$ cat src/rtl/board_pkg.sv
package board_pkg;

  // uart bit timing, in sys_clk cycles
  localparam int CLKS_PER_BIT = 16;

  // led matrix scan timing
  localparam int ROW_PERIOD = 27000; // cycles per row select
  localparam int ROW_GAP    = 500;   // dark cycles at both ends of a row

  // one uart character, also one led column pattern
  typedef logic [7:0] byte_t;

  // row index into the matrix, rows 0..7 used
  typedef logic [2:0] row_sel_t;

  // counts cycles within one uart bit
  typedef logic [$clog2(CLKS_PER_BIT)-1:0] baud_cnt_t;

  // counts cycles within one led row period
  typedef logic [$clog2(ROW_PERIOD)-1:0] scan_cnt_t;

endpackage
$ cat src/rtl/uart_rx.sv
module uart_rx import board_pkg::*; (
  input  logic  sys_clk,
  input  logic  rst_n,
  input  logic  rx,
  output byte_t rx_data,
  output logic  rx_wr
);

  typedef enum logic [1:0] {IDLE, START, DATA, STOP} state_e;

  state_e     state;
  logic [1:0] rx_sync;  // metastability flops
  baud_cnt_t  cnt;      // cycle within current bit
  logic [2:0] bit_idx;
  logic       rx_s;
  logic       half_end;
  logic       bit_end;

  assign rx_s     = rx_sync[1];
  assign half_end = cnt == baud_cnt_t'(CLKS_PER_BIT / 2 - 1); // middle of start bit
  assign bit_end  = cnt == baud_cnt_t'(CLKS_PER_BIT - 1);

  always_ff @(posedge sys_clk or negedge rst_n) begin
    if (!rst_n) begin
      rx_sync <= 2'b11;  // line idles high
      state   <= IDLE;
      cnt     <= '0;
      bit_idx <= '0;
      rx_wr   <= 1'b0;
    end else begin
      rx_sync <= {rx_sync[0], rx};
      rx_wr   <= 1'b0;
      cnt     <= cnt + 1'b1;
      case (state)
        IDLE: begin
          cnt <= '0;
          if (!rx_s) state <= START;  // falling edge
        end
        START: if (half_end) begin
          cnt     <= '0;
          bit_idx <= '0;
          state   <= rx_s ? IDLE : DATA;  // high again means a glitch, drop it
        end
        DATA: if (bit_end) begin
          cnt     <= '0;
          bit_idx <= bit_idx + 1'b1;
          if (bit_idx == 3'd7) state <= STOP;
        end
        STOP: if (bit_end) begin
          rx_wr <= rx_s;  // no strobe on a framing error
          state <= IDLE;
        end
        default: state <= IDLE;
      endcase
    end
  end

  // shift in lsb first, sampled mid bit
  always_ff @(posedge sys_clk) begin
    if (state == DATA && bit_end) rx_data <= {rx_s, rx_data[7:1]};
  end

endmodule

$ cat config.mk
export PLATFORM = sky130hd
export DESIGN_NAME = uart_rx
export DESIGN_NICKNAME = d
export VERILOG_FILES = /design/src/rtl/board_pkg.sv /design/src/rtl/uart_rx.sv
export SDC_FILE = /design/constraint.sdc
export NUM_CORES = 1
export LEC_CHECK = 0
export ABC_AREA = 1
export BUFFER_PORTS_ARGS = -buffer_cell sky130_fd_sc_hd__buf_2
export CAP_MARGIN = 20
export CORE_MARGIN = 2
export CORE_UTILIZATION = 40
export CTS_CLUSTER_DIAMETER = 60
export CTS_CLUSTER_SIZE = 30
export DETAILED_ROUTE_END_ITERATION = 8
export GPL_TIMING_DRIVEN = 0
export SLEW_MARGIN = 20
export SYNTH_ARGS = -nofsm -noshare
export SYNTH_HDL_FRONTEND = slang
export SYNTH_SLANG_ARGS = --single-unit
$ cat constraint.sdc
create_clock -name sys_clk -period 1.8 [get_ports sys_clk]
set_clock_uncertainty 0.05 [all_clocks]
set_input_delay 0.18 -clock sys_clk [delete_from_list [all_inputs] [get_ports sys_clk]]
set_output_delay 0.18 -clock sys_clk [all_outputs]
set_load 0.01 [all_outputs]
==> run_results.csv <==
group,metric,value,unit
routing,via_per_inst,4.44,
cts,cts_resized,0,
grt,grt_first_pass_wirelength,2.15,mm
placement,dpl.hpwl,842,um
routing,routedWlPerCell,9.97,um
yosys,yosys_warnings,0,
routing,ant_nets,0,
timing,worst_slew_pin_slew,0.288,ns
yosys,synthAdderAreaFrac,4.58,%
yosys,synth.area.mux_share,0,%
final_layout,drive_gt1_share,22.8,%
yosys,synth_area,820,um^2
setup_path,cp_top_family,"simple AND/OR/NAND/NOR gates",
setup_path,worst_path_max_delay_cell,"dfrtp_1",
yosys,synth-simple-area-share,19.1,%
floorplan,dieArea,0.00243,mm^2
cts,cts_made_buffers,3,
setup_path,cpPeakStageDelay,0.39,ns
grt,gr-total-overflow,0,
final_layout,post_layout_nonfiller_instances,119,
routing,drt_iter0_drc,1,
placement,port_buffers,11,
timing,worst_hold_slack,0.198,ns
yosys,synth_common_cells,"nand2_1, inv_1, dfrtp_1, edfxtp_1, nand3_1",
yosys,netlist_top_cells_area,"dfrtp_1, edfxtp_1, nand2_1, dfstp_2, inv_1",
floorplan,chipHeight,49.3,um
yosys,syn_inst,75,
yosys,yosys.area.top_type,"dfrtp_1",
placement,dpl-instance-area,908,um^2
setup_path,cp-end-kind,"flop",
yosys,seq_area_frac_synth,66.3,%
yosys,synth_edf_count,8,
timing,clock.fmax,642,MHz
timing,relSlewSlack,80.8,%
grt,grt_pass1_vias,525,
timing,final-max-slew-violation-count,0,
final_layout,postLayoutCoreUtil,50.5,%
placement,gp_congestion,0.751,
floorplan,start_util,42.2,%
setup_path,path_class,"flop to flop",
placement,pre_cts_ws,0.224,ns
routing,routed_wl,1.19,mm
setup_path,cp_cell_sequence,"ha_1 -> nand3_1 -> nor2_4 -> a21oi_1 -> nand2_1 -> o21ai_0",
timing,fin_crit,1.56,ns
yosys,yosysUniqueCellTypes,20,
floorplan,ios,12,
placement,place_inst,113,
cts,clockBufferDepth,2,
grt,grt_max_degree,13,
cts,tritoncts,"yes",
yosys,synth_top_area_share,30.5,%
cts,path_clk_slew,0.12,ns
setup_path,r2r_start,"cnt[0]",
floorplan,core,0.00194,mm^2
cts,cts_htree_levels,1,
yosys,synth_top_family_by_area,"simple AND/OR/NAND/NOR gates",
floorplan,fp-row-count,16,
final_layout,syn_to_final_growth,19.7,%
power_and_ir_drop,peakVddDrop,0.529,mV
setup_path,crit_start,"cnt[0]",
final_layout,n_antenna_cell,0,
power_and_ir_drop,powerDensity,1110,mW/mm^2
setup_path,crit_buf_inv,0,
min_path,hold_path.class,"primary input to asynchronous set/reset pin",
yosys,ys.flop_type,"dfrtp_1",
grt,antenna_found_initial,0,
timing,period_share,86.5,%
power_and_ir_drop,total_power,1.09,mW
setup_path,arrival,1.71,ns
cts,cts_root_buf,"clkbuf_4",
routing,vias,528,
yosys,synth_xor_area_share,2.14,%
setup_path,critPathMaxFanout,11,
flow_run,maxCapViolations,0,
yosys,synth.net_count,81,
setup_path,cp-start-kind,"flop",
cts,insertion_delay,0.31,ns
timing,rsz0062_at_grt,"false",
final_layout,design_area,981,um^2
timing,setup_slack,0.243,ns
routing,first_pass_iters,3,
final_layout,nets,99,
routing,drc,0,
cts,cts_sinks,20,
grt,track_usage,12.4,%
timing,setup_violations,0,
run_status,status,"complete, no violations",
timing,fin_setup_tns,0,ns
yosys,synth_compound_area_share,2.44,%
power_and_ir_drop,leakage,0.474,nW
timing,final_hold_viol_count,0,
yosys,synth-seq-cells,20,
yosys,avgSynthCellArea,10.9,um^2
yosys,yosysMostFrequentCell,"nand2_1",
floorplan,die_w,49.3,um
yosys,synth-async-reset-ratio,60.0,%
setup_path,crit_required,1.95,ns
logic make-up after synthesis:
group / Yosys count
AO/OA/AOI/OAI: 4
XOR/XNOR: 2
adder cells (fa/ha/maj): 3
buffers and inverters: 12
flip-flops: 20
AND/OR/NAND/NOR: 34
layout by cell type, fill, tap and decap left out:
master,instances
nand2_1,16
inv_1,11
buf_2,11
dfrtp_1,10
edfxtp_1,8
nand3_1,7
nor2_1,5
ha_1,3
clkbuf_4,3
a21oi_1,2
dlygate4sd3_1,2
dfstp_2,2
inv_2,1
nand2_2,1
nor2_2,1
xor2_1,1
or2_1,1
xnor2_1,1
nor2_4,1
nor3_1,1
o21ai_0,1
nand3b_1,1
o21ai_1,1
bufinv_16,1
final timing paths:
| kind | end | slack (ns) | cells after the start |
|---|---|---|---|
| max in group asynchronous | rx_sync[1] | 1.24 | 2 |
| min reg2reg | rx_sync[1] | 0.31 | 0 |
| max | bit_idx[0] | 0.24 | 6 |
| max reg2reg | bit_idx[0] | 0.24 | 6 |
| min | bit_idx[1] | 0.20 | 2 |
| min in group sys_clk | rx_sync[1] | 0.31 | 0 |
metal layers:
| metal | vias to the layer above | part of all wire, % | GRT usage, % |
|---|---|---|---|
| met2 | 14 | 46 | 19.8 |
| met5 | - | 0 | 0 |
| met1 | 235 | 46 | 14.3 |
| met3 | 5 | 4.3 | 2.76 |
| met4 | 0 | 4.0 | 10.0 |
| li1 | 274 | - | - |
timing repair:
item                                   4_1_cts  5_1_grt
setup buffers                                0        0
hold buffers                                 2        0
endpoints found under the hold margin       13        0
final cells by class:
class	count	area (um^2)
Clock inverter	1	30.0
Multi-Input combinational cell	43	231
Tap cell	27	33.8
Fill cell	185	961
Inverter	12	45.0
Sequential cell	20	543
Clock buffer	3	22.5
Timing Repair Buffer	13	75.1
report_power, final:
group	internal (mW)	switching (mW)	total, mW	leakage [nW]
Sequential	0.510	0.0343	0.544	0.229
Clock	0.225	0.144	0.370	0.0279
Combinational	0.0641	0.112	0.176	0.217
state kept, by name, summed over array words and instances, names as in the netlist, named ones only:
signal / flops
bit_idx: 3
rx_sync: 2
state: 1
cnt: 4
rx_data: 8
rx_wr: 1
No activity file was read; power rests on OpenSTA's default activity.
