===== config.mk =====
export PLATFORM = sky130hd
export DESIGN_NAME = uart_tx
export DESIGN_NICKNAME = d
export VERILOG_FILES = /design/src/rtl/board_pkg.sv /design/src/rtl/uart_tx.sv
export SDC_FILE = /design/constraint.sdc
export NUM_CORES = 1
export LEC_CHECK = 0
export BUFFER_PORTS_ARGS = -buffer_cell sky130_fd_sc_hd__buf_2
export CAP_MARGIN = 5
export CORE_MARGIN = 8
export CORE_UTILIZATION = 45
export DETAILED_ROUTE_END_ITERATION = 10
export HOLD_SLACK_MARGIN = 0.1
export SLEW_MARGIN = 20
export SYNTH_ARGS = -nofsm -noshare
export SYNTH_HDL_FRONTEND = slang
export SYNTH_SLANG_ARGS = --single-unit

===== constraint.sdc =====
create_clock -name sys_clk -period 2.9 [get_ports sys_clk]
set_input_delay 0.29 -clock sys_clk [delete_from_list [all_inputs] [get_ports sys_clk]]
set_output_delay 0.29 -clock sys_clk [all_outputs]
set_load 0.05 [all_outputs]

===== src/rtl/board_pkg.sv =====
package board_pkg;

  // uart bit timing, in sys_clk cycles
  localparam int CLKS_PER_BIT = 16;

  // led matrix scan timing
  localparam int ROW_PERIOD = 27000; // cycles per row select
  localparam int ROW_GAP    = 500;   // dark cycles at both ends of a row

  // one uart character, also one led column pattern
  typedef logic [7:0] byte_t;

  // row index into the matrix, rows 0..7 used
  typedef logic [2:0] row_sel_t;

  // counts cycles within one uart bit
  typedef logic [$clog2(CLKS_PER_BIT)-1:0] baud_cnt_t;

  // counts cycles within one led row period
  typedef logic [$clog2(ROW_PERIOD)-1:0] scan_cnt_t;

endpackage

===== src/rtl/uart_tx.sv =====
module uart_tx import board_pkg::*; (
  input  logic  sys_clk,
  input  logic  rst_n,
  input  logic  tx_en,
  input  byte_t tx_data,
  output logic  tx,
  output logic  tx_busy
);

  typedef enum logic [1:0] {IDLE, START, DATA, STOP} state_e;

  state_e     state;
  baud_cnt_t  cnt;
  logic [2:0] bit_idx;
  byte_t      shreg;  // remaining data bits
  logic       bit_end;

  assign bit_end = cnt == baud_cnt_t'(CLKS_PER_BIT - 1);
  assign tx_busy = state != IDLE;  // start through stop, 10 bits

  always_ff @(posedge sys_clk or negedge rst_n) begin
    if (!rst_n) begin
      state   <= IDLE;
      cnt     <= '0;
      bit_idx <= '0;
      tx      <= 1'b1;  // idle mark
    end else begin
      cnt <= bit_end ? '0 : cnt + 1'b1;
      case (state)
        IDLE: begin
          cnt <= '0;
          if (tx_en) begin
            tx    <= 1'b0;  // start bit next cycle
            state <= START;
          end
        end
        START: if (bit_end) begin
          tx      <= shreg[0];
          bit_idx <= '0;
          state   <= DATA;
        end
        DATA: if (bit_end) begin
          bit_idx <= bit_idx + 1'b1;
          if (bit_idx == 3'd7) begin
            tx    <= 1'b1;  // stop bit
            state <= STOP;
          end else begin
            tx <= shreg[0];
          end
        end
        STOP: if (bit_end) state <= IDLE;
        default: state <= IDLE;
      endcase
    end
  end

  // load on accept, shift as each bit goes out
  always_ff @(posedge sys_clk) begin
    if (state == IDLE && tx_en) shreg <= tx_data;
    else if ((state == START || state == DATA) && bit_end) shreg <= shreg >> 1;
  end

endmodule


==> impl_metrics.env, run 1 <==
export IMPL_wl_per_cell_um=13.3
export IMPL_finalClockSkew_ps=8.64
export IMPL_clockBufferDepth=2
export IMPL_overflow=0
export IMPL_diodes=0
export IMPL_slew_viol_final=0
export IMPL_ys_warn_count=0
export IMPL_crit_slowest_cell="or3_4"
export IMPL_yosysUniqueCellTypes=29
export IMPL_die_w_um=62.1
export IMPL_start_util_pct=48.2
export IMPL_setup_tns_ps=0
export IMPL_cts_made_buffers=3
export IMPL_worstReg2RegEnd="state[1]"
export IMPL_pre_cts_slack_ps=1060
export IMPL_p_per_area_nw_per_um2=378
export IMPL_first_pass_iters=3
export IMPL_rsz0062_at_grt="false"
export IMPL_worstSkewPairLatency_ps=290
export IMPL_reg2regPathDepth=5
export IMPL_cts_root_buf="clkbuf_4"
export IMPL_synth_nets=93
export IMPL_cap_violations=0
export IMPL_synth_top_cell_area_share_pct=25.2
export IMPL_ys_flop_type="dfrtp_1"
export IMPL_period_share_pct=63.3
export IMPL_holdWs_ps=294
export IMPL_outcome="complete, no violations"
export IMPL_crit_path_start="state[0]"
export IMPL_yosysTopAreaCell="edfxtp_1"
export IMPL_synth_area_um2=955
export IMPL_fin_ws_ps=1060
export IMPL_drc=0
export IMPL_synth_edf_count=8
export IMPL_drive_above_1_share_pct=31.0
export IMPL_tritoncts="built"
export IMPL_max_vdd_ir_drop_mv=0.254
export IMPL_core_area_um2=1980
export IMPL_fin_area_um2=1050
export IMPL_die_area_um2=3850
export IMPL_cts_setup_buffers=0
export IMPL_r2r_start="state[0]"
export IMPL_yosys_register_bits=18
export IMPL_multiInputGateArea_um2=414
export IMPL_wirelength_um=1520
export IMPL_fmax_ghz=0.545
export IMPL_gp_congestion=0.722
export IMPL_regArea_um2=492
export IMPL_antenna_found_initial=0
export IMPL_worst_path_max_fanout=9
export IMPL_syn_to_final_growth_pct=10.1
export IMPL_vias=594
export IMPL_r2r_slack_ps=1060
export IMPL_num_rows=16
export IMPL_min_path_type="primary input to flop"
export IMPL_finalNetCount=107
export IMPL_path_cells="inv_1, ha_1, or3_4, a31oi_4, mux2_4"
export IMPL_critPathLaunchType="flop"
export IMPL_critPathRequiredTime_ps=3080
export IMPL_die_h_um=62.1
export IMPL_crit_type="flop to flop"
export IMPL_post_route_min_period_ps=1840
export IMPL_viasPerCell=5.21
export IMPL_io_buffers=12
export IMPL_worst_setup_path_end_kind="flop"
export IMPL_worstSetupEndpoint="state[1]"
export IMPL_netlist_top_cells_area="edfxtp_1 (25%), dfrtp_1 (24%), ha_1 (10%), mux2_2 (8.3%), dfstp_2 (2.8%)"
export IMPL_synth_cells=74
export IMPL_grt_usage_pct=9.45
export IMPL_grt_pass1_wl_um=2570
export IMPL_seq_area_frac_synth_pct=51.5
export IMPL_antenna_left=0
export IMPL_slew_headroom_pct=74.1
export IMPL_dp_final_hpwl_um=1160
export IMPL_async_flop_share_pct=55.6
export IMPL_hold_violations=0
export IMPL_worstMarginPinSlew_ps=388
export IMPL_synth_area_per_cell_um2=12.9
export IMPL_cts_max_level=1
export IMPL_drtIter0Drc=9
export IMPL_cpPeakStageDelay_ps=430
export IMPL_grt_max_degree=11
export IMPL_cts_clk_slew_worst_paths_ps=100
export IMPL_fillers=176
export IMPL_ios=13
export IMPL_dpl_instance_area_um2=1010
export IMPL_grt_pass1_vias=620
export IMPL_arrival_ps=2020
export IMPL_p_leak_uw=0.000424
export IMPL_cts_sinks=18
export IMPL_setup_viol_count_final=0
-- routing by layer --
| metal | track usage [%] | vias up | wire, µm | share of wire (%) |
|---|---|---|---|---|
| met5 | 0 | - | 0 | 0 |
| met4 | 5.84 | 0 | 38 | 2.5 |
| met3 | 4.32 | 4 | 95 | 6.3 |
| met2 | 16.1 | 10 | 750 | 49 |
| met1 | 9.10 | 282 | 635 | 42 |
| li1 | - | 298 | - | - |
-- metrics by stage --
stage,power (µW),utilization (%),std cells
after floorplan,270,-,74
after global placement,279,51.2,109
after detailed placement,279,51.2,109
after CTS,404,53.0,114
after global routing,411,53.0,114
final,398,53.0,114
-- placed cells by master, fill, tap and decap left out, drive strengths merged, types with 3 or more instances in the layout --
master	n
inv	4
clkbuf	3
nand2	6
ha	8
o21ai	3
mux2	8
buf	12
edfxtp	8
dfrtp	9
-- where the power goes --
| group | total, µW | internal [µW] | leakage [µW] | switching (µW) |
|---|---|---|---|---|
| clock | 123 | 50.1 | 0.0000154 | 72.8 |
| sequential | 264 | 264 | 0.000187 | 0 |
| combinational | 10.2 | 5.77 | 0.000222 | 4.42 |
-- registers in the layout (all words and copies together), names as in the netlist --
signal / cells
cnt: 4
shreg: 8
state: 2
bit_idx: 3
tx: 1
-- kinds of logic (layout without fill, tap and decap cells) --
group | count (synthesis) | after routing | synth area share (%)
AOI/OAI and AO/OA | 11 | 11 | 9.70
and+or+nand+nor | 19 | 19 | 11.4
adders and majority gates | 8 | 8 | 10.5
DFF | 18 | 18 | 51.5
buffers and inverters | 8 | 21 | 5.11
muxes | 9 | 9 | 10.9
xor gates and xnor gates | 1 | 1 | 0.918
-- synth_stat cells (2+ instances only) --
cell	n
nand2_1	6
edfxtp_1	8
mux2_2	7
dfrtp_1	9
ha_1	8
nor2_1	2
nand4b_1	2
a32o_1	2
and3_1	2
a21oi_1	2
buf_4	2
nand4_1	2
o21ai_0	3
inv_1	4
-- how the worst min path moves through the flow --
stage / from / cells after the start / end
2_1_floorplan: rst_n / 0 / bit_idx[0]
3_3_place_gp: rst_n / 1 / cnt[1]
3_5_place_dp: rst_n / 1 / cnt[1]
4_1_cts: tx_data[6] / 2 / shreg[6]
5_1_grt: tx_data[3] / 2 / shreg[3]
6_report: tx_data[6] / 2 / shreg[6]
-- what timing repair did --
| action | CTS | global route |
|---|---|---|
| endpoints found under the hold margin | 10 | 0 |
| hold buffers | 1 | 0 |
| resized for setup | 0 | 0 |
-- area by class of cell --
type / instances / share of cell area, %
Clock buffer: 3 / 2.14
Clock inverter: 1 / 0.357
Inverter: 4 / 1.43
Multi-Input combinational cell: 48 / 39.4
Sequential cell: 18 / 46.8
Tap cell: 27 / 3.21
Timing Repair Buffer: 13 / 6.67
-- worst max-delay path, delay by kind of cell (launching register included) --
family          cells  cell delay (ps)
flops               1              380
fa+ha+maj           1              320
simple gates        1              430
buf+inv             1              100
compound gates      1              170
mux                 1              320
Power figures use the tool's default switching activity.
==> run 2, diff against run 1 <==
ABC_AREA = 1   (was default)
PLACE_DENSITY = 0.65   (was default)
clock period = 1.7 ns   (was 2.9 ns; I/O delays follow)
==> impl_metrics.env, run 2 <==
export IMPL_synth_edf_count=8
export IMPL_netlist_top_cells_area="edfxtp_1 (26%), dfrtp_1 (24%), ha_1 (11%), nand2_1 (9.2%), mux2_2 (8.4%)"
export IMPL_start_util_pct=47.6
export IMPL_internal_power_uw=971
export IMPL_hold_violations=0
export IMPL_die_w_um=61.6
export IMPL_cts_clk_slew_worst_paths_ps=100
export IMPL_cts_made_buffers=3
export IMPL_arrival_ps=1420
export IMPL_die_area_um2=3790
export IMPL_outcome="complete, no violations"
export IMPL_pre_cts_slack_ps=148
export IMPL_setup_viol_count_final=0
export IMPL_drive_above_1_share_pct=25.9
export IMPL_yosysUniqueCellTypes=17
export IMPL_fmax_ghz=0.629
export IMPL_top_regs="shreg x8, cnt x4, bit_idx x3"
export IMPL_crit_slowest_cell="dfrtp_1"
export IMPL_ys_warn_count=0
export IMPL_final_cell_mix="nand2_1 (23), inv_1 (13), buf_2 (11), dfrtp_1 (9)"
export IMPL_wl_met3_um=69
export IMPL_antenna_found_initial=0
export IMPL_largest_register="shreg"
export IMPL_utilization_pct=54.8
export IMPL_crit_family="buffers and inverters"
export IMPL_async_flop_share_pct=55.6
export IMPL_stdcell_count=139
export IMPL_gp_congestion=0.784
export IMPL_worstHoldPathCells=2
export IMPL_rsz0062_at_grt="false"
export IMPL_grt_pass1_wl_um=2850
export IMPL_ys_flop_type="dfrtp_1"
export IMPL_p_seq_share_pct=41.2
export IMPL_worst_path_max_fanout=4
export IMPL_synth_common_cells="nand2_1 (23), inv_1 (13), dfrtp_1 (9)"
export IMPL_tritoncts="built"
export IMPL_cts_setup_buffers=0
export IMPL_finalNetCount=132
export IMPL_vias=649
export IMPL_worstMarginPinSlew_ps=258
export IMPL_die_h_um=61.6
export IMPL_slew_viol_final=0
export IMPL_route_met2_wl_um=768
export IMPL_p_total_uw=1620
export IMPL_syn_to_final_growth_pct=15.0
export IMPL_drtIter0Drc=16
export IMPL_reg2regPathDepth=4
export IMPL_dpl_cell_count=134
export IMPL_wl_per_cell_um=11.2
export IMPL_worst_setup_path_end_kind="primary output"
export IMPL_crit_type="flop to primary output"
export IMPL_final_common_cell="nand2_1"
export IMPL_cts_sinks=18
export IMPL_ios=13
export IMPL_yosysTopAreaCell="edfxtp_1"
export IMPL_drc=0
export IMPL_io_buffers=12
export IMPL_cts_max_level=1
export IMPL_path_cells="inv_1, ha_1, inv_1, clkbuf_4"
export IMPL_wirelength_um=1560
export IMPL_min_path_type="primary input to flop"
export IMPL_grt_usage_pct=10.3
export IMPL_wl_met1_um=676
export IMPL_p_per_area_nw_per_um2=1510
export IMPL_overflow=0
export IMPL_synth_area_per_cell_um2=9.94
export IMPL_max_vdd_ir_drop_mv=0.640
export IMPL_viasPerCell=4.67
export IMPL_seq_area_frac_synth_pct=52.6
export IMPL_synth_nets=113
export IMPL_crit_buf_inv=3
export IMPL_power_switching_uw=654
export IMPL_yosysMostFrequentCell="nand2_1"
export IMPL_setup_tns_ps=0
export IMPL_p_leak_uw=0.000553
export IMPL_p_sw_share_pct=40.2
export IMPL_clockBufferDepth=2
export IMPL_critPathLaunchType="flop"
export IMPL_num_rows=16
export IMPL_grt_pass1_vias=694
export IMPL_finalClockSkew_ps=5.39
export IMPL_highest_layer="met4"
export IMPL_period_share_pct=93.6
export IMPL_cpPeakStageDelay_ps=410
export IMPL_diodes=0
export IMPL_cap_violations=0
export IMPL_yosys_register_bits=18
export IMPL_core_area_um2=1960
export IMPL_cts_root_buf="clkbuf_4"
export IMPL_synth_top_cell_area_share_pct=25.7
export IMPL_clock_power_share_pct=13.1
export IMPL_crit_top_cell="inv_1"
export IMPL_antenna_left=0
export IMPL_combPwrFrac_pct=45.7
export IMPL_first_pass_iters=4
export IMPL_dp_final_hpwl_um=1210
export IMPL_fin_ws_ps=109
export IMPL_grt_max_degree=11
export IMPL_synth_area_um2=935
export IMPL_synth_cells=94
export IMPL_slew_headroom_pct=82.9
export IMPL_critPathRequiredTime_ps=1530
export IMPL_largest_register_ffs=8
export IMPL_worstSkewPairLatency_ps=290
export IMPL_cp_num_cells=4
export IMPL_post_route_min_period_ps=1590
[run 2: logic make-up after synthesis]
kind of cell	after synthesis	synth area share (%)
xor gates and xnor gates	1	0.937
muxes	7	8.43
and+or+nand+nor	40	18.3
DFF	18	52.6
buffers and inverters	13	5.22
adders and majority gates	8	10.7
AOI/OAI and AO/OA	7	3.75
[run 2: path summary, 6_finish.rpt]
| kind | start | endpoint | slack [ps] |
|---|---|---|---|
| min reg2reg | cnt[0] | cnt[0] | 470 |
| max | state[0] | tx_busy | 110 |
| max reg2reg | state[0] | shreg[5] | 150 |
| max in group asynchronous | rst_n | tx | 1190 |
| min in group asynchronous | rst_n | cnt[1] | 260 |
| min | tx_data[3] | shreg[3] | 170 |
[run 2: metal layers]
layer  vias up  track usage [%]
li1        338                -
met1       294             11.1
met2        12             16.8
met3         5             3.13
met4         0             7.14
met5         -                0
[run 2: worst reg2reg max path: stages (launching register included)]
cell     delay [ps]
dfrtp_1         410
inv_1           100
ha_1            260
nand2_2         190
mux2_2          360
[run 2: area by class of cell]
class                      instances  area [µm²]
fill                             201         887
tap                               27        33.8
clock inverter                     1        3.75
multi-input combinational         63         394
sequential                        18         492
inverter                          13        48.8
timing repair buffer              14        80.1
clock buffer                       3        22.5
[run 2: stage by stage]
stage                     instance area [µm²]  hold WS, ps
after floorplan                           935         -126
final                                    1070          168
after CTS                                1070          155
after global routing                     1070          148
after detailed placement                 1040         44.2
after global placement                   1040         43.8
[run 2: power groups by stage]
stage / registers, µW / logic [µW] / clock network, µW
6_report: 670 / 742 / 213
5_1_grt: 687 / 849 / 247
4_1_cts: 670 / 747 / 228
3_5_place_dp: 679 / 743 / 0
3_3_place_gp: 674 / 725 / 0
2_1_floorplan: 678 / 571 / 0
[run 2: timing repair]
action | 4_1_cts | 5_1_grt
hold buffers | 1 | 0
gates resized for setup | 0 | 1
endpoints found under the setup margin | 0 | 1
hold endpoints to repair | 10 | 0
==> run 3, diff against run 2 <==
CORE_MARGIN = 1   (was 8)
GPL_TIMING_DRIVEN = 0   (was default)
==> impl_metrics.env, run 3 (synthesis results as in run 2) <==
export IMPL_largest_register="shreg"
export IMPL_route_met2_wl_um=772
export IMPL_finalClockSkew_ps=5.57
export IMPL_die_w_um=47.6
export IMPL_combPwrFrac_pct=46.0
export IMPL_crit_type="flop to flop"
export IMPL_violations="DRC"
export IMPL_cts_setup_buffers=0
export IMPL_final_common_cell="nand2_1"
export IMPL_max_vdd_ir_drop_mv=0.689
export IMPL_cts_clk_slew_worst_paths_ps=110
export IMPL_diodes=0
export IMPL_crit_path_start="state[0]"
export IMPL_vias=641
export IMPL_fmax_ghz=0.629
export IMPL_reg2regPathDepth=4
export IMPL_final_cell_mix="nand2_1 (23), inv_1 (13), buf_2 (11), dfrtp_1 (9)"
export IMPL_antenna_left=0
export IMPL_viasPerCell=4.64
export IMPL_finalNetCount=131
export IMPL_fin_area_um2=1080
export IMPL_r2r_slack_ps=110
export IMPL_dp_final_hpwl_um=1040
export IMPL_r2r_start="state[0]"
export IMPL_internal_power_uw=969
export IMPL_start_util_pct=47.6
export IMPL_grt_usage_pct=15.4
export IMPL_drive_above_1_share_pct=26.1
export IMPL_worstSkewPairLatency_ps=290
export IMPL_antenna_found_initial=0
export IMPL_core_area_um2=1960
export IMPL_overflow=0
export IMPL_drtIter0Drc=2
export IMPL_grt_max_degree=11
export IMPL_num_rows=16
export IMPL_worstMarginPinSlew_ps=298
export IMPL_grt_pass1_vias=597
export IMPL_cap_violations=0
export IMPL_power_switching_uw=672
export IMPL_min_path_type="primary input to flop"
export IMPL_syn_to_final_growth_pct=15.4
export IMPL_gp_congestion=0.701
export IMPL_slew_headroom_pct=80.0
export IMPL_stdcell_count=138
export IMPL_largest_register_ffs=8
export IMPL_wl_met3_um=34
export IMPL_cts_sinks=18
export IMPL_p_leak_uw=0.000551
export IMPL_post_route_min_period_ps=1590
export IMPL_p_seq_share_pct=40.7
export IMPL_drc=1
export IMPL_io_buffers=12
export IMPL_worst_path_max_fanout=9
export IMPL_p_sw_share_pct=41.0
export IMPL_first_pass_iters=7
export IMPL_clockBufferDepth=2
export IMPL_worstSetupEndpoint="shreg[0]"
export IMPL_critPathLaunchType="flop"
export IMPL_hold_violations=0
export IMPL_p_per_area_nw_per_um2=1520
export IMPL_die_area_um2=2260
export IMPL_outcome="finished with violations"
export IMPL_wl_per_cell_um=10.4
export IMPL_cts_root_buf="clkbuf_4"
export IMPL_worstReg2RegEnd="shreg[0]"
export IMPL_critPathRequiredTime_ps=1750
export IMPL_wl_met1_um=623
export IMPL_cts_made_buffers=3
export IMPL_arrival_ps=1640
export IMPL_ios=13
export IMPL_dpl_instance_area_um2=1030
export IMPL_dpl_cell_count=133
export IMPL_period_share_pct=93.4
export IMPL_setup_viol_count_final=0
export IMPL_die_h_um=47.6
export IMPL_worst_setup_path_end_kind="flop"
export IMPL_tritoncts="built"
export IMPL_fillers=193
export IMPL_rsz0062_at_grt="false"
export IMPL_cts_max_level=1
export IMPL_top_regs="shreg x8, cnt x4, bit_idx x3"
export IMPL_highest_layer="met4"
export IMPL_wirelength_um=1440
export IMPL_clock_power_share_pct=13.3
export IMPL_grt_pass1_wl_um=2370
export IMPL_slew_viol_final=0
==> run 3: cell count changes in the layout (fill, tap and decap cells not counted), sizes merged <==
cell	previous run	this run
clkbuf	4	3
==> run 3: worst max-delay path: stages, from the launching register on <==
cell and delay [ps]:
dfrtp_1 410, inv_1 100, ha_1 260, nand2_2 210
mux2_2 360
==> run 3: area by class of cell <==
type	count	area, µm²	share of cell area (%)
Clock buffer	3	22.5	2.09
Tap cell	27	33.8	3.13
Sequential cell	18	492	45.6
Clock inverter	1	3.75	0.348
Timing Repair Buffer	13	72.6	6.73
Inverter	13	48.8	4.52
Multi-Input combinational cell	63	405	37.6
==> run 3: worst min-delay path by stage <==
stage                            end        from  slack [ps]  cells past startpoint
after floorplan           bit_idx[0]       rst_n        -130                      0
after global placement    bit_idx[0]       rst_n          40                      1
after detailed placement  bit_idx[1]       rst_n          50                      1
after CTS                   shreg[7]  tx_data[7]         150                      3
after global routing        shreg[6]  tx_data[6]         160                      2
final                       shreg[7]  tx_data[7]         160                      3
==> run 3: routing by layer <==
metal	up-vias	track usage (%)
met1	293	19.1
met5	-	0
li1	339	-
met2	7	24.9
met3	2	4.53
met4	0	6.67
==> run 3: timing repair <==
item                                    4_1_cts  5_1_grt
endpoints found under the hold margin        10        0
endpoints found under the setup margin        8        9
gates cloned                                  0        0
resized for setup                             1        3
hold buffers                                  1        0
==> run 3: per-stage QoR <==
step           setup TNS, ps  utilization [%]  setup slack [ps]  hold slack (ps)  total power [µW]
3_5_place_dp            -879             52.4              -110             46.5              1400
3_3_place_gp            -636             52.4             -79.7             44.9              1380
5_1_grt                    0             55.0              11.5              165              1810
6_report                   0             55.0               111              162              1640
2_1_floorplan              0                -               125             -126              1250
4_1_cts                    0             54.5              50.3              154              1630
==> run 3: power groups by stage <==
stage                     Clock [µW]  Combinational, µW  Sequential (µW)
after CTS                        232                733              670
after floorplan                    0                571              678
after global routing             245                877              686
after global placement             0                704              676
after detailed placement           0                716              681
final                            218                755              668
