==> src/rtl/isa_pkg.sv <==
package isa_pkg;

  // program memory is 1k words
  typedef logic [9:0] pc_t;

  // [15:12] opcode, [11:8] unused, [7:0] immediate
  typedef logic [15:0] insn_t;

  // undefined codes fall through as nop
  typedef enum logic [3:0] {
    NOP  = 4'd0,
    LDI  = 4'd1,  // reg0 = imm
    ADDI = 4'd2,  // reg0 += imm, mod 256
    SUBI = 4'd3,  // reg0 -= imm, mod 256
    OUT  = 4'd4,  // send reg0 over uart
    JMP  = 4'd5,  // pc = imm
    JNZ  = 4'd6,  // pc = imm if reg0 != 0
    HALT = 4'd15
  } opcode_e;

  // end of program marker, never stored
  localparam insn_t TERM_WORD = 16'hFFFF;

  // loader -> program ram write port
  typedef struct packed {
    logic  en;
    pc_t   addr;
    insn_t data;
  } mem_wr_t;

endpackage

==> src/rtl/board_pkg.sv <==
package board_pkg;

  // uart bit timing, in sys_clk cycles
  localparam int CLKS_PER_BIT = 16;

  // led matrix scan timing
  localparam int ROW_PERIOD = 27000; // cycles per row select
  localparam int ROW_GAP    = 500;   // dark cycles at both ends of a row

  // one uart character, also one led column pattern
  typedef logic [7:0] byte_t;

  // row index into the matrix, rows 0..7 used
  typedef logic [2:0] row_sel_t;

  // counts cycles within one uart bit
  typedef logic [$clog2(CLKS_PER_BIT)-1:0] baud_cnt_t;

  // counts cycles within one led row period
  typedef logic [$clog2(ROW_PERIOD)-1:0] scan_cnt_t;

endpackage
==> src/rtl/insn_loader.sv <==
module insn_loader import board_pkg::*, isa_pkg::*; (
  input  logic    sys_clk,
  input  logic    rst_n,
  input  logic    rx_wr,
  input  byte_t   rx_data,
  output mem_wr_t mem_wr,
  output logic    prog_ready,
  output insn_t   recv_word
);

  logic phase;      // 0 waiting for high byte, 1 for low byte
  logic word_done;  // one cycle after low byte
  pc_t  addr;       // next free program address
  logic is_term;

  assign is_term = recv_word == TERM_WORD;

  always_ff @(posedge sys_clk or negedge rst_n) begin
    if (!rst_n) begin
      phase      <= 1'b0;
      word_done  <= 1'b0;
      addr       <= '0;
      prog_ready <= 1'b0;
      recv_word  <= '0;
    end else begin
      word_done <= rx_wr & phase;

      // last two bytes, high byte arrives first
      if (rx_wr) begin
        recv_word  <= {recv_word[7:0], rx_data};
        phase      <= ~phase;
        prog_ready <= 1'b0;  // any new byte starts a reload
      end

      if (word_done) begin
        if (is_term) begin
          prog_ready <= 1'b1;
          addr       <= '0;  // next program loads from 0
        end else begin
          addr <= addr + 1'b1;
        end
      end
    end
  end

  // terminator itself is not stored
  assign mem_wr = '{en: word_done && !is_term, addr: addr, data: recv_word};

endmodule

==> config.mk <==
export PLATFORM = sky130hd
export DESIGN_NAME = insn_loader
export DESIGN_NICKNAME = d
export VERILOG_FILES = /design/src/rtl/isa_pkg.sv /design/src/rtl/board_pkg.sv /design/src/rtl/insn_loader.sv
export SDC_FILE = /design/constraint.sdc
export NUM_CORES = 1
export LEC_CHECK = 0
export ABC_AREA = 1
export BUFFER_PORTS_ARGS = -buffer_cell sky130_fd_sc_hd__buf_4
export CORE_MARGIN = 2
export CORE_UTILIZATION = 48
export CTS_CLUSTER_SIZE = 14
export DETAILED_ROUTE_END_ITERATION = 8
export PLACE_DENSITY = 0.79
export SETUP_SLACK_MARGIN = 0.02
export SLEW_MARGIN = 25
export SYNTH_ARGS = -nofsm -noshare
export SYNTH_HDL_FRONTEND = slang
export SYNTH_SLANG_ARGS = --single-unit
==> constraint.sdc <==
create_clock -name sys_clk -period 1.3 [get_ports sys_clk]
set_input_delay 0 -clock sys_clk [delete_from_list [all_inputs] [get_ports sys_clk]]
set_output_delay 0 -clock sys_clk [all_outputs]
set_load 0.02 [all_outputs]
==> impl_metrics.json, run 1 <==
{
  "final_max_slew_viol_count": 0,
  "p_comb_frac": 0.361,
  "violations": "negative setup slack",
  "grt_max_degree": 36,
  "final_util": 0.726,
  "syn_area_per_cell_um2": 8.15,
  "wl_um": 3480,
  "worstSetupPathType": "flop to primary output",
  "register_area_um2": 726,
  "syn_inst": 173,
  "ir_drop_v": 0.00106,
  "drive_above_1_share": 0.367,
  "via_per_inst": 4.91,
  "multi_input_area_um2": 494,
  "relSlewSlack": 0.756,
  "crit_required_ps": 1300,
  "tns_ps": -86.0,
  "r2r_setup_slack_ps": 40,
  "placement_rows": 19,
  "p_switching_w": 0.000987,
  "cp_slowest_cell": "dfrtp_1",
  "initial_core_util": 0.507,
  "finalCritPeriodShare": 1.07,
  "synthSimpleGateAreaFrac": 0.236,
  "sequentialPowerShare": 0.434,
  "grt_pass1_vias": 1176,
  "hold_violations": 0,
  "synth_top_family_by_area": "simple AND/OR/NAND/NOR gates",
  "critPathLaunchType": "flop",
  "cp_max_fo": 3,
  "synth_seq_cells": 29,
  "synth_xor_area_frac": 0.0186,
  "grt.overflow.total": 0,
  "max-cap-violations": 0,
  "fp.dieArea_mm2": 0.00339,
  "fmax_mhz": 722,
  "dp_hpwl_um": 2130,
  "drc": 0,
  "cts_buffers": 5,
  "worstSetupEndpointType": "primary output",
  "r2r-start": "addr[1]",
  "power.internal_w": 0.00172,
  "yosysWarnings": 0,
  "p_leak_nw": 1.07,
  "drtIter0Drc": 63,
  "max-clock-path-buffers": 2,
  "wl_per_cell_um": 12.8,
  "fin_ws_ps": -86.0,
  "ys_seq_area_frac": 0.515,
  "crit_path_end": "mem_wr[26]",
  "outcome": "complete, but fails checks",
  "clkSinkCount": 29,
  "max_stage_delay_ps": 380,
  "syn-num-nets": 185,
  "r2r_cells": 7,
  "cts_tree": "done",
  "nets": 252,
  "clockPowerShare": 0.206,
  "synthAdderAreaFrac": 0.00887,
  "vias": 1330,
  "drtAntennaViolNets": 0,
  "insertion_delay_ps": 320,
  "die_x_um": 58.2,
  "area_growth_pct": 43.2,
  "placed_cells": 240,
  "clk_pin_slew_ps": 90,
  "critPathArrivalTime_ps": 1390,
  "dieHeight_um": 58.2,
  "p_per_area_mw_per_mm2": 1340,
  "synth_compound_area_frac": 0.0674,
  "cts_htree_levels": 2,
  "place.gp.congestion": 0.820,
  "power.share.switching": 0.364,
  "tightest_slew_ps": 366,
  "rsz0062_at_grt": "true",
  "skew_ps": 7.29,
  "crit_start": "recv_word[1]",
  "cp_cell_sequence": "nand2_1 -> nor2_1 -> nand2_1 -> nor2_2 -> buf_4 -> nor2_2 -> buf_6",
  "timing.rr.end": "addr[6]",
  "grt_pass1_wl_um": 5310,
  "hold_class": "input port to flop",
  "nFillCells": 202,
  "muxShareOfSynthArea": 0,
  "portBuffers": 54,
  "stdcell_count": 271,
  "cts_root_buffer": "clkbuf_4",
  "drt_pass1_iterations": 4,
  "antenna_found_initial": 0,
  "finalSetupViolations": 1,
  "synth.distinct_cells": 18,
  "track_usage": 0.209,
  "ios": 55,
  "syn_area_mm2": 0.00141,
  "post-route-min-period_ps": 1390,
  "insertedDiodeCount": 0,
  "core_area_mm2": 0.00278
}
[sequential cells by signal (all words and copies together), names as in the netlist]
signal	count
addr	10
phase	1
recv_word	16
prog_ready	1
word_done	1
[critical path: cells and delay by family, from the launching register on]
| kind | cells | cell delay [ps] |
|---|---|---|
| buffers and inverters | 2 | 250 |
| DFF | 1 | 380 |
| and+or+nand+nor | 5 | 440 |
[stage by stage]
step	hold slack, ps	total power, W	area (µm²)	worst slack, ps
2_1_floorplan	-296	0.00169	1410	44.3
3_3_place_gp	-63.0	0.00200	1730	72.2
3_5_place_dp	-57.2	0.00203	1730	52.8
4_1_cts	53.6	0.00263	1920	-114
5_1_grt	76.4	0.00284	2020	-168
6_report	73.4	0.00271	2020	-86.0
[power by group through the flow]
stage	registers [W]	clock network, W	logic, W
final	0.00117	0.000557	0.000977
after CTS	0.00118	0.000568	0.000885
after global routing	0.00119	0.000606	0.00105
after floorplan	0.00133	0	0.000366
after global placement	0.00119	0	0.000814
after detailed placement	0.00120	0	0.000823
[metal layers]
layer | part of all wire | GRT usage
met5 | 0 | 0
met4 | 0.017 | 0.0598
met3 | 0.054 | 0.0625
met2 | 0.52 | 0.365
met1 | 0.41 | 0.248
[cell usage after synthesis, drive strengths merged]
master  count  area [µm²]
nand2      42         160
xor2        3        26.3
nor3        1        5.00
o21ai      11        55.1
nand3       4        20.0
a21oi       8        40.0
clkbuf      1        3.75
buf        19         135
inv        21        78.8
ha          1        12.5
nand4       5        31.3
nand3b      1        7.51
nor2       27         109
dfrtp      29         726
[cell usage in the layout (no fill, tap or decap), types with 2 or more instances in the layout]
cell type,Yosys,routed
inv_1,20,20
o21ai_0,11,11
nor2_1,26,21
nor2_4,1,2
xor2_1,3,3
a21oi_1,8,8
nand2_1,41,40
nor2_2,0,4
buf_4,16,70
nand2_2,1,2
nand3_1,4,3
clkbuf_4,0,5
nand4_1,5,5
dfrtp_1,29,29
dlygate4sd3_1,0,9
[worst min path at each step]
stage | from | end | slack, ps | cells after the start
3_5_place_dp | rst_n | addr[8] | -60 | 1
2_1_floorplan | rst_n | addr[0] | -300 | 0
3_3_place_gp | rst_n | addr[7] | -60 | 1
6_report | rx_wr | recv_word[5] | 70 | 3
5_1_grt | rx_wr | recv_word[1] | 80 | 3
4_1_cts | rx_wr | word_done | 50 | 3
[area by class of cell]
type / instances / share of cell area
clock buffers: 7 / 0.0273
inverters: 21 / 0.0390
multi-input cells: 103 / 0.245
flip-flops and latches: 29 / 0.359
well taps: 31 / 0.0192
repair buffers: 80 / 0.310
[kinds of logic (layout without fill, tap and decap cells)]
family | Yosys count | in the layout
AO/OA/AOI/OAI | 19 | 19
XOR/XNOR | 3 | 3
adder cells (fa/ha/maj) | 1 | 1
buffers and inverters | 41 | 108
flip-flops | 29 | 29
AND/OR/NAND/NOR | 80 | 80
[timing repair]
action / CTS / global route
hold buffers: 9 / 0
hold endpoints to repair: 37 / 0
gates resized for setup: 2 / 8
endpoints found under the setup margin: 1 / 11
buffers inserted: 5 / 10
pin swaps: 3 / 6
Note: power is estimated with default switching activity, not from simulation.
==> run 2: changes to the inputs <==
--- a/config.mk
+++ b/config.mk
@@ -5,14 +5,13 @@
 export SDC_FILE = /design/constraint.sdc
 export NUM_CORES = 1
 export LEC_CHECK = 0
-export ABC_AREA = 1
+export ABC_AREA = 0
 export BUFFER_PORTS_ARGS = -buffer_cell sky130_fd_sc_hd__buf_4
 export CORE_MARGIN = 2
-export CORE_UTILIZATION = 48
+export CORE_UTILIZATION = 47
 export CTS_CLUSTER_SIZE = 14
 export DETAILED_ROUTE_END_ITERATION = 8
 export PLACE_DENSITY = 0.79
-export SETUP_SLACK_MARGIN = 0.02
 export SLEW_MARGIN = 25
 export SYNTH_ARGS = -nofsm -noshare
 export SYNTH_HDL_FRONTEND = slang
==> run 2 against run 1 <==
The flow still finishes with violations (negative setup slack). Non-clock buffer count increased by 6. Worst setup slack got worse by 8.8 ps. Synthesized area decreased by 6.3%. Highest routed layer unchanged.
==> impl_metrics.json, run 2 <==
{
  "crit_start": "recv_word[0]",
  "dieHeight_um": 57.0,
  "rsz0062_at_grt": "true",
  "largest_registers": "recv_word x16, addr x10",
  "portBuffers": 54,
  "pre_cts_ws_ps": -98.2,
  "skew_ps": 3.72,
  "clkSinkCount": 29,
  "finalCritPeriodShare": 1.07,
  "final_max_slew_viol_count": 0,
  "worstSetupEndpointType": "primary output",
  "synth_top_area_cell": "dfrtp_1",
  "fmax_mhz": 717,
  "track_usage": 0.208,
  "clk_pin_slew_ps": 90,
  "finalInstanceArea_mm2": 0.00202,
  "wl_um": 3180,
  "drtIter0Drc": 34,
  "placement_rows": 19,
  "drive_above_1_share": 0.643,
  "cp.depth": 4,
  "timing.rr.end": "addr[1]",
  "dpl_cell_area_mm2": 0.00176,
  "ys_seq_area_frac": 0.549,
  "final_cell_mix": "buf_4, dfrtp_1, mux2_2",
  "cp_cell_sequence": "nand4_1 -> nor4_4 -> nor2_2 -> buf_6",
  "r2r-start": "recv_word[0]",
  "max-clock-path-buffers": 2,
  "drt_pass1_iterations": 4,
  "yosysWarnings": 0,
  "dp_hpwl_um": 2020,
  "grt_pass1_vias": 1043,
  "ys.flop_type": "dfrtp_1",
  "cp_slowest_cell": "dfrtp_2",
  "critPathLaunchType": "flop",
  "tightest_slew_ps": 362,
  "via_per_inst": 5.08,
  "syn_area_per_cell_um2": 12.5,
  "post-route-min-period_ps": 1390,
  "power_w": 0.00319,
  "hold_violations": 0,
  "initial_core_util": 0.488,
  "crit_path_end": "mem_wr[26]",
  "grt_pass1_wl_um": 4960,
  "cts_root_buffer": "clkbuf_4",
  "yosysMostFrequentCell": "dfrtp_1",
  "min_path_cells": 2,
  "critical-path-top-delay-family": "simple AND/OR/NAND/NOR gates",
  "cts_buffers": 5,
  "insertion_delay_ps": 330,
  "cp_max_fo": 3,
  "holdWs_ps": 42.2,
  "max-cap-violations": 0,
  "hold_class": "input port to flop",
  "largest_reg_flops": 16,
  "ys_top_cells_by_area": "dfrtp_1, mux2_2, buf_4, xor2_1, nand4_1",
  "crit_required_ps": 1300,
  "grt.overflow.total": 0,
  "syn-num-nets": 118,
  "synth_common_cells": "dfrtp_1, mux2_2, buf_4",
  "area_growth_pct": 52.7,
  "p_per_area_mw_per_mm2": 1580,
  "nets": 193,
  "violations": "negative setup slack",
  "antenna_found_initial": 0,
  "ir_drop_v": 0.00119,
  "ios": 55,
  "drtAntennaViolNets": 0,
  "p_leak_nw": 0.993,
  "cts_tree": "done",
  "vias": 1082,
  "relSlewSlack": 0.759,
  "r2r_cells": 5,
  "synth.top_cell.area_share": 0.549,
  "synth.distinct_cells": 20,
  "syn_area_mm2": 0.00132,
  "core_area_mm2": 0.00271,
  "die_x_um": 57.0,
  "fp.dieArea_mm2": 0.00325,
  "insertedDiodeCount": 0,
  "synth_seq_cells": 29,
  "fin_ws_ps": -94.8,
  "drc": 0,
  "top_register": "recv_word",
  "async_flop_share": 1.00,
  "outcome": "complete, but fails checks",
  "max_stage_delay_ps": 370,
  "r2r_setup_slack_ps": -50,
  "critPathArrivalTime_ps": 1390,
  "worstSetupPathType": "flop to primary output",
  "place.gp.congestion": 0.755,
  "cp.buffers_inverters": 1,
  "syn_inst": 106,
  "mostFrequentLayoutCell": "buf_4",
  "cts_htree_levels": 2,
  "grt_max_degree": 30,
  "finalSetupViolations": 10,
  "synth_edf_count": 0,
  "wl_per_cell_um": 14.9
}
==> run 2: cell count changes after synthesis, moves of 8 or more <==
cell / previous run / this run
nand2_1: 41 / 2
inv_1: 20 / 2
mux2_2: 0 / 17
nor2_1: 26 / 10
o21ai_0: 11 / 0
a21oi_1: 8 / 0
==> run 2: how the worst min path moves through the flow <==
stage,from,endpoint
after floorplan,rst_n,addr[0]
after global placement,rst_n,addr[1]
after detailed placement,rst_n,addr[1]
after CTS,rx_wr,phase
after global routing,rx_wr,phase
final,rx_wr,phase
==> run 2: kinds of logic (layout without fill, tap and decap cells) <==
kind of cell	count (synthesis)	in the layout	synth area share
fa+ha+maj	1	1	0.00947
xor+xnor	9	9	0.0597
flops	29	29	0.549
simple gates	27	28	0.112
mux	17	17	0.145
buf+inv	21	96	0.113
compound gates	2	2	0.0123
==> run 2: what timing repair did <==
action                                  4_1_cts  5_1_grt
gates cloned                                  0        1
pin swaps                                     3        6
setup buffers                                 0        6
endpoints found under the hold margin        37        0
hold buffers                                  9        0
resized for setup                             2        7
endpoints found under the setup margin       10       12
==> run 2: per-stage QoR <==
step | std cells | utilization | setup TNS (ps)
finish | 213 | 0.745 | -361
global route | 213 | 0.745 | -1370
CTS | 206 | 0.717 | -253
detailed placement | 189 | 0.651 | -730
global placement | 189 | 0.651 | -182
floorplan | 106 | - | -194
==> run 2: routing by layer <==
metal  GRT usage  vias up  part of all wire
met3      0.0544        9             0.071
met2       0.356       49              0.53
met4       0.120        0             0.024
met1       0.234      529              0.38
met5           0        -                 0
li1            -      495                 -
==> run 2: final cells by class <==
type                       instances  area (µm²)
clock buffer                       7        55.1
clock inverter                     1        30.0
fill                             201         692
inverter                           2        7.51
multi-input combinational         57         479
sequential                        29         736
tap                               31        38.8
timing repair buffer              86         672
==> run 2: power by group <==
group,internal (W),switching (W),total [W]
Sequential,0.00107,0.000134,0.00120
Clock,0.000459,0.000317,0.000776
Combinational,0.000618,0.000595,0.00121
Total,0.00214,0.00105,0.00319
==> run 3: changes to the inputs <==
--- a/config.mk
+++ b/config.mk
@@ -7,11 +7,13 @@
 export LEC_CHECK = 0
 export ABC_AREA = 0
 export BUFFER_PORTS_ARGS = -buffer_cell sky130_fd_sc_hd__buf_4
+export CORE_ASPECT_RATIO = 1.2
 export CORE_MARGIN = 2
-export CORE_UTILIZATION = 47
+export CORE_UTILIZATION = 50
 export CTS_CLUSTER_SIZE = 14
 export DETAILED_ROUTE_END_ITERATION = 8
-export PLACE_DENSITY = 0.79
+export PLACE_DENSITY = 0.83
+export REMOVE_ABC_BUFFERS = 1
 export SLEW_MARGIN = 25
 export SYNTH_ARGS = -nofsm -noshare
 export SYNTH_HDL_FRONTEND = slang
==> constraint.sdc (replaced) <==
create_clock -name sys_clk -period 1.7 [get_ports sys_clk]
set_input_delay 0 -clock sys_clk [delete_from_list [all_inputs] [get_ports sys_clk]]
set_output_delay 0 -clock sys_clk [all_outputs]
set_load 0.02 [all_outputs]
==> run 3 against run 2 <==
Largest power group is now registers. Critical path depth is the same. Highest routed layer unchanged. Cell count shrank 10%. Clock power is 49% lower. The flow now finishes without violations.
==> impl_metrics.json, run 3 (synthesis gave the netlist of run 2 again) <==
{
  "outcome": "completed",
  "r2r-start": "recv_word[7]",
  "dp_hpwl_um": 1900,
  "cp_max_fo": 5,
  "via_per_inst": 5.03,
  "use_met1": 0.258,
  "hold_class": "input port to flop",
  "fp.dieArea_mm2": 0.00307,
  "final_max_slew_viol_count": 0,
  "max-clock-path-buffers": 2,
  "fin_ws_ps": 212,
  "drtAntennaViolNets": 0,
  "grt.overflow.total": 0,
  "r2r_setup_slack_ps": 290,
  "clk_pin_slew_ps": 90,
  "grt_pass1_vias": 930,
  "drc": 0,
  "clkSinkCount": 29,
  "portBuffers": 54,
  "grt_max_degree": 30,
  "cts_tree": "done",
  "wl_um": 2830,
  "ios": 55,
  "hold_violations": 0,
  "worstSetupPathType": "flop to primary output",
  "top_register": "recv_word",
  "place.gp.congestion": 0.757,
  "post-route-min-period_ps": 1490,
  "cts_htree_levels": 2,
  "critPathLaunchType": "flop",
  "insertion_delay_ps": 320,
  "p_per_area_mw_per_mm2": 1170,
  "track_usage": 0.206,
  "mostFrequentLayoutCell": "buf_4",
  "power_w": 0.00206,
  "pre_cts_ws_ps": 284,
  "worstSetupEndpointType": "primary output",
  "fmax_mhz": 672,
  "max-cap-violations": 0,
  "wl_per_cell_um": 14.8,
  "area_growth_pct": 33.8,
  "dieHeight_um": 60.3,
  "antenna_found_initial": 0,
  "relSlewSlack": 0.758,
  "p_leak_nw": 0.868,
  "critPathArrivalTime_ps": 1490,
  "insertedDiodeCount": 0,
  "tns_ps": 0,
  "cts_buffers": 5,
  "initial_core_util": 0.523,
  "largest_registers": "recv_word x16, addr x10",
  "timing.rr.end": "addr[3]",
  "core_area_mm2": 0.00253,
  "min_path_cells": 2,
  "skew_ps": 9.30,
  "max_stage_delay_ps": 420,
  "grt_pass1_wl_um": 4480,
  "grt_util_met3": 0.0650,
  "finalCritPeriodShare": 0.875,
  "cp_cell_sequence": "nand4_1 -> nor4_2 -> nor2_1 -> buf_4",
  "die_x_um": 50.9,
  "finalInstanceArea_mm2": 0.00177,
  "vias": 961,
  "hold_start": "rx_wr",
  "tightest_slew_ps": 363,
  "rsz0062_at_grt": "false",
  "hold-path-endpoint": "phase",
  "crit_required_ps": 1700,
  "ir_drop_v": 0.000761,
  "r2r_cells": 4,
  "largest_reg_flops": 16,
  "final_cell_mix": "buf_4, dfrtp_1, mux2_2",
  "cts_root_buffer": "clkbuf_4",
  "use_met2": 0.323,
  "drtIter0Drc": 15,
  "busiest_layer": "met2",
  "drive_above_1_share": 0.500,
  "placement_rows": 20,
  "dpl_cell_area_mm2": 0.00163,
  "finalSetupViolations": 0,
  "cp_slowest_cell": "dfrtp_1",
  "nets": 169,
  "drt_pass1_iterations": 4
}
==> run 3: cell types whose count changed in the layout (fill, tap and decap cells not counted), moves of 4 or more <==
| cell | delta |
|---|---|
| nor2_2 | -4 |
| nor2_1 | +4 |
| dfrtp_2 | -8 |
| dfrtp_1 | +8 |
| buf_4 | -22 |
==> run 3: worst max-delay path: cells and delay by family (launching register included) <==
kind | cells | cell delay (ps)
AND/OR/NAND/NOR | 3 | 570
flip-flops | 1 | 420
buffers and inverters | 1 | 180
==> run 3: where the power goes <==
group          internal (W)  switching [W]
logic              0.000334       0.000369
registers          0.000812       0.000150
clock network      0.000157       0.000238
==> run 3: metrics by stage <==
stage / hold slack (ps) / utilization / std cells
5_1_grt: 54.1 / 0.700 / 191
3_3_place_gp: -69.2 / 0.644 / 174
6_report: 48.5 / 0.700 / 191
2_1_floorplan: -296 / - / 87
4_1_cts: 43.8 / 0.700 / 191
3_5_place_dp: -60.8 / 0.644 / 174
==> run 3: worst max path at each step <==
stage / startpoint / to / slack [ps] / depth (start not counted)
after global routing: recv_word[7] / mem_wr[26] / 60 / 4
after detailed placement: recv_word[1] / addr[3] / 280 / 4
final: recv_word[7] / mem_wr[26] / 210 / 4
after floorplan: recv_word[1] / addr[0] / 100 / 4
after global placement: recv_word[1] / addr[8] / 350 / 4
after CTS: recv_word[1] / mem_wr[26] / 200 / 4
==> run 3: area by class of cell <==
type	count	area [µm²]
clock buffer	6	41.3
clock inverter	2	10.0
fill	189	759
inverter	2	7.51
multi-input combinational	56	447
sequential	29	726
tap	33	41.3
timing repair buffer	63	495
==> run 3: metal layers <==
metal / part of all wire / wire length, µm
met1: 0.41 / 1170
met2: 0.49 / 1390
met4: 0.018 / 51
met3: 0.077 / 219
met5: 0 / 0
==> run 3: timing repair <==
| item | in CTS | in global routing |
|---|---|---|
| hold endpoints to repair | 37 | 0 |
| gates resized for setup | 0 | 0 |
| buffers inserted | 0 | 0 |
| hold buffers | 9 | 0 |
| setup endpoints to repair | 0 | 0 |
